`config.mk`:
```
export PLATFORM = sky130hd
export DESIGN_NAME = ntm_matrix_sinh_top
export DESIGN_NICKNAME = d
export VERILOG_FILES = /design/src/hdl/ntm_math_pkg.sv /design/src/hdl/ntm_ctrl_pkg.sv /design/src/hdl/ntm_sinh_config.sv /design/src/hdl/ntm_sinh_pipeline.sv /design/src/hdl/ntm_matrix_sinh_function.sv /design/src/hdl/ntm_matrix_sinh_top.sv
export SDC_FILE = /design/constraint.sdc
export NUM_CORES = 2
export LEC_CHECK = 0
export ABC_AREA = 1
export BUFFER_PORTS_ARGS = -buffer_cell sky130_fd_sc_hd__clkbuf_2
export CAP_MARGIN = 10
export CELL_PAD_IN_SITES_DETAIL_PLACEMENT = 0
export CELL_PAD_IN_SITES_GLOBAL_PLACEMENT = 2
export CORE_ASPECT_RATIO = 1.4
export CORE_UTILIZATION = 38
export DETAILED_ROUTE_END_ITERATION = 7
export PLACE_DENSITY_LB_ADDON = 0.2
export RECOVER_POWER = 50
export SYNTH_ARGS = -nofsm -noshare
export SYNTH_HDL_FRONTEND = slang
export SYNTH_SLANG_ARGS = --single-unit
```
`constraint.sdc`:
```
create_clock -name CLK -period 10.35 [get_ports CLK]
set_input_delay 0.5175 -clock CLK [delete_from_list [all_inputs] [get_ports CLK]]
set_output_delay 0.5175 -clock CLK [all_outputs]
set_load 0.02 [all_outputs]
```
`src/hdl/ntm_math_pkg.sv`:
```
// Q4.12 sample format, product width and Taylor coefficients for sinh

package ntm_math_pkg;

  ////////////////////
  // Widths
  ////////////////////

  // Element word, 4 integer bits and 12 fraction bits
  localparam int SAMPLE_W = 16;

  // Every intermediate product and sum
  localparam int WIDE_W = 32;

  // Binary point position
  localparam int FRAC_BITS = 12;

  ////////////////////
  // Types
  ////////////////////

  // Signed Q4.12 matrix element
  typedef logic signed [SAMPLE_W-1:0] sample_t;

  // Signed product, wraps at 32 bits
  typedef logic signed [WIDE_W-1:0] wide_t;

  ////////////////////
  // Constants
  ////////////////////

  // 1/6 in Q12, rounded
  localparam wide_t C3 = 32'sd683;

  // 1/120 in Q12, rounded
  localparam wide_t C5 = 32'sd34;

  // Saturation limits of the final sum
  localparam sample_t SAMPLE_MAX = 16'sh7FFF;
  localparam sample_t SAMPLE_MIN = 16'sh8000;

endpackage

```
`src/hdl/ntm_ctrl_pkg.sv`:
```
// Configuration word union, register addresses and stream structs

package ntm_ctrl_pkg;

  import ntm_math_pkg::*;

  ////////////////////
  // Configuration
  ////////////////////

  // Matrix dimension, rows or columns
  typedef logic [7:0] dim_t;

  // Register map, one bit of address
  typedef enum logic {
    ADDR_SIZE = 1'b0,
    ADDR_CTRL = 1'b1
  } cfg_addr_t;

  // Same 16 bits, read as sizes or as control
  typedef union packed {
    struct packed {
      dim_t size_i;
      dim_t size_j;
    } size;
    struct packed {
      logic [14:0] rsvd;
      logic        start;
    } ctrl;
  } cfg_word_u;

  // Single-cycle register write
  typedef struct packed {
    logic      valid;
    cfg_addr_t addr;
    cfg_word_u word;
  } cfg_wr_t;

  // Dimensions of the current job
  typedef struct packed {
    dim_t size_i;
    dim_t size_j;
  } job_cfg_t;

  ////////////////////
  // Streams
  ////////////////////

  // Producer side, row-major, no markers
  typedef struct packed {
    logic    valid;
    sample_t data;
  } in_elem_t;

  // Consumer side with row and matrix markers
  typedef struct packed {
    logic    valid;
    sample_t data;
    logic    last_col;
    logic    last_row;
  } out_elem_t;

endpackage

```
`src/hdl/ntm_sinh_config.sv`:
```
// Configuration registers, start command decode and busy tracking

`timescale 1ns/1ps

module ntm_sinh_config
  import ntm_ctrl_pkg::*;
(
  input  logic     CLK,
  input  logic     RST,
  input  cfg_wr_t  cfg_wr,
  input  logic     done,
  output job_cfg_t job_cfg,
  output logic     start,
  output logic     busy
);

  ////////////////////
  // Write decode
  ////////////////////

  logic size_wr;
  logic start_req;

  // Size register write, accepted at any time
  assign size_wr = cfg_wr.valid && (cfg_wr.addr == ADDR_SIZE);

  // Start bit only counts when idle
  assign start_req = cfg_wr.valid && (cfg_wr.addr == ADDR_CTRL) &&
                     cfg_wr.word.ctrl.start && !busy;

  ////////////////////
  // Registers
  ////////////////////

  always_ff @(posedge CLK or posedge RST) begin
    if (RST) begin
      job_cfg <= '0;
      start   <= 1'b0;
      busy    <= 1'b0;
    end else begin
      // Dimensions through the size view of the word
      if (size_wr) begin
        job_cfg.size_i <= cfg_wr.word.size.size_i;
        job_cfg.size_j <= cfg_wr.word.size.size_j;
      end

      // One-cycle pulse to the controller
      start <= start_req;

      // Busy from accepted start until done
      if (start_req) begin
        busy <= 1'b1;
      end else if (done) begin
        busy <= 1'b0;
      end
    end
  end

  ////////////////////
  // Checks
  ////////////////////

  // Controller finishes only a job that was started here
  done_while_busy: assert property (
    @(posedge CLK) disable iff (RST) done |-> busy
  );

endmodule

```
`src/hdl/ntm_sinh_pipeline.sv`:
```
// Three-stage fixed-point sinh Taylor evaluator with markers alongside

`timescale 1ns/1ps

module ntm_sinh_pipeline
  import ntm_math_pkg::*;
  import ntm_ctrl_pkg::*;
(
  input  logic      CLK,
  input  logic      RST,
  input  logic      issue,
  input  sample_t   x,
  input  logic      row_end,
  input  logic      mat_end,
  output out_elem_t out_elem
);

  // Control bits that follow each element
  typedef struct packed {
    logic valid;
    logic last_col;
    logic last_row;
  } tag_t;

  tag_t    tag_1, tag_2, tag_3;
  sample_t x_1, x_2;
  wide_t   x2_1;
  wide_t   x3_2, x5_2;
  sample_t y_3;

  wide_t   x2_c, x3_c, x5_c;
  wide_t   t3_c, t5_c, sum_c;

  ////////////////////
  // Tag path
  ////////////////////

  always_ff @(posedge CLK or posedge RST) begin
    if (RST) begin
      tag_1 <= '0;
      tag_2 <= '0;
      tag_3 <= '0;
    end else begin
      // Markers only count with a valid element
      tag_1 <= '{valid: issue, last_col: issue && row_end, last_row: issue && mat_end};
      tag_2 <= tag_1;
      tag_3 <= tag_2;
    end
  end

  ////////////////////
  // Arithmetic
  ////////////////////

  always_comb begin
    // Stage 1 square
    x2_c = (wide_t'(x) * wide_t'(x)) >>> FRAC_BITS;
    // Stage 2 odd powers, x5 built from this cycle's x3
    x3_c = (x2_1 * wide_t'(x_1)) >>> FRAC_BITS;
    x5_c = (x3_c * x2_1) >>> FRAC_BITS;
    // Stage 3 scaled terms and sum
    t3_c  = (x3_2 * C3) >>> FRAC_BITS;
    t5_c  = (x5_2 * C5) >>> FRAC_BITS;
    sum_c = wide_t'(x_2) + t3_c + t5_c;
  end

  always_ff @(posedge CLK) begin
    x_1  <= x;
    x2_1 <= x2_c;
    x_2  <= x_1;
    x3_2 <= x3_c;
    x5_2 <= x5_c;
    // Clamp to the Q4.12 range
    if (sum_c > wide_t'(SAMPLE_MAX)) begin
      y_3 <= SAMPLE_MAX;
    end else if (sum_c < wide_t'(SAMPLE_MIN)) begin
      y_3 <= SAMPLE_MIN;
    end else begin
      y_3 <= sample_t'(sum_c);
    end
  end

  assign out_elem = '{valid: tag_3.valid, data: y_3,
                      last_col: tag_3.last_col, last_row: tag_3.last_row};

endmodule

```
`src/hdl/ntm_matrix_sinh_function.sv`:
```
// Input buffer, row and column counters, credit accounting and issue control

`timescale 1ns/1ps

module ntm_matrix_sinh_function
  import ntm_math_pkg::*;
  import ntm_ctrl_pkg::*;
#(
  parameter int IN_DEPTH    = 4,
  parameter int OUT_CREDITS = 4
) (
  input  logic     CLK,
  input  logic     RST,
  input  logic     start,
  input  job_cfg_t job_cfg,
  input  in_elem_t in_elem,
  output logic     in_credit,
  input  logic     out_credit,
  output logic     issue,
  output sample_t  x,
  output logic     row_end,
  output logic     mat_end,
  output logic     done
);

  localparam int PTR_W = (IN_DEPTH > 1) ? $clog2(IN_DEPTH) : 1;
  localparam int CNT_W = $clog2(IN_DEPTH + 1);
  localparam int CRD_W = $clog2(OUT_CREDITS + 1);

  sample_t          buf_mem [IN_DEPTH];
  logic [PTR_W-1:0] wr_ptr, rd_ptr;
  logic [CNT_W-1:0] count;
  logic [CRD_W-1:0] credits;
  job_cfg_t         cfg_q;
  dim_t             row_idx, col_idx;
  logic [2:0]       mat_dly;

  ////////////////////
  // Issue decision
  ////////////////////

  // Buffered element and a free slot at the consumer
  assign issue     = (count != '0) && (credits != '0);
  assign in_credit = issue;
  assign x         = buf_mem[rd_ptr];

  // Markers from the indices of the issuing element
  assign row_end = issue && (col_idx == cfg_q.size_j - 8'd1);
  assign mat_end = row_end && (row_idx == cfg_q.size_i - 8'd1);

  ////////////////////
  // Input buffer
  ////////////////////

  // Storage only, occupancy lives in count
  always_ff @(posedge CLK) begin
    if (in_elem.valid) begin
      buf_mem[wr_ptr] <= in_elem.data;
    end
  end

  always_ff @(posedge CLK or posedge RST) begin
    if (RST) begin
      wr_ptr <= '0;
      rd_ptr <= '0;
      count  <= '0;
    end else begin
      // Explicit wrap keeps a depth of one legal
      if (in_elem.valid) begin
        wr_ptr <= (wr_ptr == PTR_W'(IN_DEPTH - 1)) ? '0 : wr_ptr + 1'b1;
      end
      if (issue) begin
        rd_ptr <= (rd_ptr == PTR_W'(IN_DEPTH - 1)) ? '0 : rd_ptr + 1'b1;
      end
      count <= count + CNT_W'(in_elem.valid) - CNT_W'(issue);
    end
  end

  ////////////////////
  // Indices, credits
  ////////////////////

  always_ff @(posedge CLK or posedge RST) begin
    if (RST) begin
      cfg_q   <= '0;
      row_idx <= '0;
      col_idx <= '0;
      credits <= CRD_W'(OUT_CREDITS);
      mat_dly <= '0;
    end else begin
      // New job, fresh dimensions and counters
      if (start) begin
        cfg_q   <= job_cfg;
        row_idx <= '0;
        col_idx <= '0;
      end else if (issue) begin
        if (row_end) begin
          col_idx <= '0;
          row_idx <= mat_end ? '0 : row_idx + 8'd1;
        end else begin
          col_idx <= col_idx + 8'd1;
        end
      end

      // Reserved at issue, returned by the consumer
      credits <= credits - CRD_W'(issue) + CRD_W'(out_credit);

      // Follows the three pipeline stages
      mat_dly <= {mat_dly[1:0], mat_end};
    end
  end

  assign done = mat_dly[2];

  ////////////////////
  // Checks
  ////////////////////

  // Producer stays within its credits, a same-cycle pop frees the slot
  no_write_when_full: assert property (
    @(posedge CLK) disable iff (RST)
    in_elem.valid |-> (count < CNT_W'(IN_DEPTH)) || issue
  );

  // Consumer returns no more than it was given
  credit_bound: assert property (
    @(posedge CLK) disable iff (RST) credits <= CRD_W'(OUT_CREDITS)
  );

endmodule

```
`src/hdl/ntm_matrix_sinh_top.sv`:
```
// Top level with configuration block, matrix controller and sinh pipeline

`timescale 1ns/1ps

module ntm_matrix_sinh_top
  import ntm_math_pkg::*;
  import ntm_ctrl_pkg::*;
#(
  parameter int IN_DEPTH    = 4,
  parameter int OUT_CREDITS = 4
) (
  input  logic      CLK,
  input  logic      RST,
  input  cfg_wr_t   cfg_wr,
  input  in_elem_t  in_elem,
  output logic      in_credit,
  input  logic      out_credit,
  output out_elem_t out_elem,
  output logic      done,
  output logic      busy
);

  job_cfg_t job_cfg;
  logic     start;
  logic     issue;
  sample_t  x;
  logic     row_end;
  logic     mat_end;

  // Register file and busy flag
  ntm_sinh_config ntm_sinh_config_inst (
    .CLK     (CLK),
    .RST     (RST),
    .cfg_wr  (cfg_wr),
    .done    (done),
    .job_cfg (job_cfg),
    .start   (start),
    .busy    (busy)
  );

  // Buffering, indices and credits
  ntm_matrix_sinh_function #(
    .IN_DEPTH    (IN_DEPTH),
    .OUT_CREDITS (OUT_CREDITS)
  ) ntm_matrix_sinh_function_inst (
    .CLK        (CLK),
    .RST        (RST),
    .start      (start),
    .job_cfg    (job_cfg),
    .in_elem    (in_elem),
    .in_credit  (in_credit),
    .out_credit (out_credit),
    .issue      (issue),
    .x          (x),
    .row_end    (row_end),
    .mat_end    (mat_end),
    .done       (done)
  );

  // Taylor evaluation, three cycles
  ntm_sinh_pipeline ntm_sinh_pipeline_inst (
    .CLK      (CLK),
    .RST      (RST),
    .issue    (issue),
    .x        (x),
    .row_end  (row_end),
    .mat_end  (mat_end),
    .out_elem (out_elem)
  );

endmodule

```
Word level (Yosys, flattened, before mapping)
Memory sizes are Yosys's and may differ from the RTL's.
Cells that the tools add are included.

cells by class
  equality and inequality tests = 4
  reduce and logical (&&, ||, !) cells = 16
  multiplexer cells = 14
  divide/modulo/power cells = 0
  multiply operators = 5
  shift-type cells = 0
  add/subtract/negate cells = 12
  magnitude comparators = 2
  bitwise gates (word level) = 1

operators by type and width
  operator                                                         count
  two-way mux 8 bit                                                7
  greater-than comparator 32 x 16 -> 1 bit, second input constant  1
  less-than comparator 32 x 16 -> 1 bit, second input constant     1
  multiplier 16 x 16 -> 32 bit                                     1
  multiplier 20 x 16 -> 32 bit                                     1
  multiplier 20 x 20 -> 32 bit                                     1
  multiplier 20 x 11 -> 31 bit, second input constant              1
  multiplier 20 x 6 -> 26 bit, second input constant               1
  adder 20 x 15 -> 21 bit                                          1
  adder 16 x 19 -> 20 bit                                          1
  adder 8 x 1 -> 8 bit, second input constant                      2
  == test 8 bit                                                    2
  two-way mux 16 bit                                               1
  subtractor 8 x 1 -> 8 bit, second input constant                 2
  logical AND 1 bit                                                9
  adder 3 x 1 -> 3 bit                                             2
  nonzero test 2 bit                                               3
  nonzero test 3 bit                                               2
  subtractor 3 x 1 -> 3 bit                                        2
  adder 2 x 1 -> 2 bit, second input constant                      2
  == test 2 bit, second input constant                             2
  two-way mux 1 bit                                                4
  two-way mux 2 bit                                                2
  AND reduction 2 bit                                              1
  other kinds (2)                                                  2

word-level totals
  RAM bits = 64
  bits in latches = 0
  logic and storage cells = 83
  register bits = 180
  memories = 1
  output and inout bits = 22
  bits of input ports = 38
  ROM bits = 0

memories
  memory                                 depth  bits a word  read ports  clocked after memory_dff  write ports  line                            source
  ntm_matrix_sinh_function_inst.buf_mem  4      16           1           0                         1            ntm_matrix_sinh_function.sv:30  sample_t buf_mem [IN_DEPTH];

Longest topological paths before layout
  depth in word-level cells = 8
  gate-level depth with buffers = 55

Modules after synthesis
From an unflattened synthesis, not the netlist that was laid out.

unflattened totals
  cells, all modules = 5734
  area total of the unflattened synthesis = 48250.0 um^2

modules (own cells, without submodules)
  module                    cells each  area each (um^2)  seq. area each (um^2)  instances
  ntm_sinh_pipeline         5121        42315.6           2387.3                 1
  ntm_matrix_sinh_function  531         5185.0            3049.2                 1
  ntm_sinh_config           82          749.5             450.4                  1

Worst setup path before layout
No wires, ideal clock.

  path kind = register to register
  start = reg ntm_sinh_pipeline_inst.x2_1[18]
  end = reg, netlist name ntm_sinh_pipeline_inst.x5_2[19]
  arrival time = 10933 ps
  stages on the path, launching flop included = 52
  data required time = 10238 ps
  clock period less this slack = 11045 ps
  buffers on the path = 2
  setup slack = -695 ps
  cells stage by stage = dfxtp_1 clkbuf_1 clkbuf_1 nand2_1 fa_1 inv_1 fa_1 inv_1 fa_1 inv_1 fa_1 fa_1 inv_1 fa_1 inv_1 ha_1 nand2_1 o21a_1 [16 not listed] fa_1 inv_1 fa_1 fa_1 xnor2_1 xnor2_1 xor2_1 inv_1 nand2_2 nand2_2 nand2_4 nand2_2 nand2_1 nand2_1 nand2_1 nand2_1 nand2_1 nand2_1

between the ends
  word-level cells in the longest chain between the ends = 2

RTL lines
  item                                       line                     source
  from (decl)                                ntm_sinh_pipeline.sv:27  wide_t x2_1;
  from (signal assigned)                     ntm_sinh_pipeline.sv:69  x2_1 <= x2_c;
  multiplier 20 x 16 -> 32 bit               ntm_sinh_pipeline.sv:59  x3_c = (x2_1 * wide_t'(x_1)) >>> FRAC_BITS;
  named net ntm_sinh_pipeline_inst.x3_c[19]  ntm_sinh_pipeline.sv:31  wide_t x2_c, x3_c, x5_c;
  multiplier 20 x 20 -> 32 bit               ntm_sinh_pipeline.sv:60  x5_c = (x3_c * x2_1) >>> FRAC_BITS;
  named net ntm_sinh_pipeline_inst.x5_c[19]  ntm_sinh_pipeline.sv:31

The timed path passes the listed nets, and every way through them passes these cells.
A chain may end at the register's enable or synchronous reset.

Worst setup path in the final report
  start = reg ntm_sinh_pipeline_inst.x2_1[9]
  end = reg ntm_sinh_pipeline_inst.x5_2[10]

between the ends
  word-level cells in the longest chain between the ends = 2

RTL lines
  item                                       line                     source
  multiplier 20 x 16 -> 32 bit               ntm_sinh_pipeline.sv:59
  named net ntm_sinh_pipeline_inst.x3_c[8]   ntm_sinh_pipeline.sv:31
  multiplier 20 x 20 -> 32 bit               ntm_sinh_pipeline.sv:60
  named net ntm_sinh_pipeline_inst.x5_c[10]  ntm_sinh_pipeline.sv:31
  to (signal assigned)                       ntm_sinh_pipeline.sv:72  x5_2 <= x5_c;
  to (decl)                                  ntm_sinh_pipeline.sv:28  wide_t x3_2, x5_2;

The timed path passes the listed nets, and every way through them passes these cells.

==> out/metrics.csv <==
stage;metric;value;unit
timing;finalCriticalPeriod;10.67;ns
synth;syn_avg_cell_area;8.61;um^2
clocking;cts_hold_buffers;0;
route;drt-pass1-iter-count;7;
synth;ys.flop_type;dfxtp_1;
placed_design;io_buffer_count;59;
floorplanning;start_util;0.383;
route;remaining_drc_errors;14;
timing;relSlewSlack;0.346;
setup_path;cp_data_arrival_time;11.15;ns
synth;yosysWarnings;0;
cells_and_area;nNetsFinal;7422;
setup_path;regToRegEndpoint;ntm_sinh_pipeline_inst.x5_2[10];
global_route;overflow;0;
synth;synth_cell_types;75;
cells_and_area;fillers;12400;
clocking;htreeDepth;1;
timing;finalSetupViolCount;20;
synth;synth_area;47600;um^2
timing;fin_skew;0.0638;ns
timing;fmaxAchievable;93.7;MHz
route;via_count;35800;
timing;fin_crit_sh;1.03;
placed_design;placed_area;53500;um^2
placed_design;dp_hpwl;124;mm
route;wl_per_cell;18.6;um
setup_path;critPathKind;register to register;
clocking;cts_tree;done;
global_route;grt_pass1_vias;40700;
synth;synth-seq-area-share;0.124;
placed_design;gp_congestion;0.915;
cells_and_area;synthToLayoutAreaGrowth;19.0;%
setup_path;ff2ff_path_depth;46;
flow_run;cap_violations;0;
clocking;cts.clk_slew.worst_paths;0.07;ns
floorplanning;die_w;301;um
run_status;violations;design-rule violations, negative setup slack;
timing;finalHoldViolations;0;
timing;worstMarginPinSlew;0.980;ns
clocking;clkLatencyLatePin;0.64;ns
floorplanning;core_area;124000;um^2
setup_path;crit_top_cell;fa_1;
setup_path;regToRegSetupSlack;-0.32;ns
timing;rsz0062_at_grt;yes;
global_route;antenna_found_initial;1;
route;first_iter_violations;1193;
timing;drv_slew;0;
synth;async_reset_ff_frac;0.295;
floorplanning;core.rowCount;153;
cells_and_area;final_common_cell;inv_1;
synth;ys_ff_latch;244;
synth;synthesis.nets;6975;
clocking;clock_path_buffers;3;
synth;synthesis.instances;5528;
run_status;status;finished with violations;
setup_path;worstReg2RegStart;ntm_sinh_pipeline_inst.x2_1[9];
hold_path;whs_path_depth;2;
setup_path;slowest_stage;fa_2;
cells_and_area;finalInstanceArea;56700;um^2
floorplanning;ios;60;
setup_path;cp.required;10.83;ns
timing;setup_ws;-0.323;ns
floorplanning;chipHeight;421;um
route;drt-total-wl;142;mm
clocking;numCtsBuffers;28;
setup_path;cp-start-kind;register;
route;routed_via_density;4.70;
hold_path;min_from;cfg_wr[11];
cells_and_area;final_cell_mix;inv_1 (1484), nand2_1 (901), fa_1 (894), ha_1 (433), buf_4 (417);
global_route;grt_max_degree;73;
clocking;clockRootBuffer;clkbuf_16;
hold_path;hold_path.class;input pin to register;
synth;synth_edf_count;64;
cells_and_area;layout-drive-gt1-share;0.178;
setup_path;crit_path_max_incr_delay;0.56;ns
setup_path;critPathCaptureType;register;
route;antenna_left;0;
hold_path;min_to;ntm_sinh_config_inst.job_cfg[11];
floorplanning;die-area;127000;um^2
global_route;grt_usage;0.233;
clocking;cts_sinks;244;
setup_path;critPathMaxFanout;9;
global_route;grt_pass1_wl;225;mm
-- cell type report --
| cell class | instances | area, um^2 | area share |
|---|---|---|---|
| flip-flops and latches | 244 | 5930 | 0.105 |
| diodes | 2 | 5.00 | 0.0000883 |
| multi-input cells | 3577 | 37000 | 0.652 |
| repair inverters | 1 | 7.51 | 0.000133 |
| clock buffers | 39 | 800 | 0.0141 |
| well taps | 1627 | 2040 | 0.0359 |
| inverters | 1560 | 5910 | 0.104 |
| repair buffers | 563 | 4890 | 0.0864 |
| clock inverters | 13 | 114 | 0.00201 |
-- metrics by stage --
step                TNS [ns]  setup slack [ns]  hold slack, ns  std cells   util
floorplan                  0           0.00232           0.331       5528      -
global placement      -17.63             -1.15           0.335       7511  0.431
detailed placement    -19.84             -1.28           0.337       7511  0.431
CTS                    -5.42            -0.387          0.0577       7600  0.451
global route          -12.23            -0.772          0.0857       7624  0.456
finish                 -4.24            -0.323           0.107       7626  0.456
-- worst max-delay path, delay by kind of cell, from the launching register on --
family,cells,cell delay (ns)
adders and majority gates,15,6.66
AOI/OAI and AO/OA,10,1.65
buffers and inverters,17,1.39
DFF,1,0.33
xor gates and xnor gates,2,0.27
and+or+nand+nor,2,0.18
-- flip-flops by register name, summed over array words and instances, names as in the netlist, 16 cells and up --
| register | flops |
|---|---|
| ntm_sinh_pipeline_inst.x_2 | 16 |
| ntm_matrix_sinh_function_inst.buf_mem | 64 |
| ntm_sinh_pipeline_inst.x3_2 | 20 |
| ntm_sinh_pipeline_inst.y_3 | 16 |
| ntm_sinh_pipeline_inst.x_1 | 16 |
| ntm_sinh_pipeline_inst.x2_1 | 20 |
| ntm_matrix_sinh_function_inst.cfg_q | 16 |
| ntm_sinh_pipeline_inst.x5_2 | 20 |
| ntm_sinh_config_inst.job_cfg | 16 |
-- Yosys cell counts (8+ instances only) --
library cell / instances / area (um^2)
xnor2_1: 56 / 490
buf_2: 10 / 50.1
clkinv_1: 13 / 48.8
edfxtp_1: 64 / 1920
xor2_1: 119 / 1040
inv_1: 1530 / 5740
o21bai_1: 8 / 60.1
dfrtp_1: 71 / 1780
nand4_1: 22 / 138
buf_1: 15 / 56.3
o22ai_1: 10 / 62.6
inv_2: 17 / 63.8
nor2_1: 407 / 1530
a21oi_1: 184 / 921
nand2_2: 21 / 131
nor2_2: 8 / 50.1
o21a_1: 13 / 97.6
o21ai_1: 13 / 65.1
a31oi_1: 11 / 68.8
ha_1: 473 / 5920
a32oi_1: 13 / 114
fa_1: 936 / 18700
nand2_1: 949 / 3560
dfxtp_1: 108 / 2160
nor3_1: 24 / 120
clkbuf_1: 113 / 424
nand3_1: 79 / 395
mux2_2: 16 / 180
o21ai_0: 100 / 500
nand3_2: 10 / 100
-- how the worst max path moves through the flow --
stage                                        start                               to  slack [ns]  cells after the start
detailed placement   ntm_sinh_pipeline_inst.x_1[2]  ntm_sinh_pipeline_inst.x5_2[15]       -1.28                     43
finish              ntm_sinh_pipeline_inst.x2_1[9]  ntm_sinh_pipeline_inst.x5_2[10]       -0.32                     46
CTS                 ntm_sinh_pipeline_inst.x2_1[9]  ntm_sinh_pipeline_inst.x5_2[17]       -0.39                     43
global route         ntm_sinh_pipeline_inst.x_1[5]  ntm_sinh_pipeline_inst.x5_2[19]       -0.77                     49
global placement     ntm_sinh_pipeline_inst.x_1[2]  ntm_sinh_pipeline_inst.x5_2[18]       -1.15                     42
floorplan           ntm_sinh_pipeline_inst.x2_1[8]  ntm_sinh_pipeline_inst.x5_2[12]       0.002                     46
-- routing by layer --
layer	GRT usage	routed length (um)
met2	0.476	80700
met4	0.103	7590
met3	0.0160	2850
met1	0.236	50800
met5	0	0
-- kinds of logic (layout without fill, tap and decap cells) --
logic type / after synthesis / after routing / share of synthesized area
flip-flops: 244 / 244 / 0.124
XOR/XNOR: 179 / 179 / 0.0338
AO/OA/AOI/OAI: 411 / 411 / 0.0506
adder cells (fa/ha/maj): 1409 / 1409 / 0.518
buffers and inverters: 1707 / 2176 / 0.136
other: 0 / 2 / 0
AND/OR/NAND/NOR: 1562 / 1562 / 0.135
multiplexers: 16 / 16 / 0.00378
-- repair_timing --
item | 4_1_cts | 5_1_grt
resized for setup | 298 | 153
gates cloned | 2 | 0
endpoints found under the setup margin | 20 | 20
buffers inserted | 35 | 26
pin swaps | 118 | 114
Power is left out: the tool's default activity adds up to more than one toggle a clock period on the data nets, which glitch-free logic cannot reach.
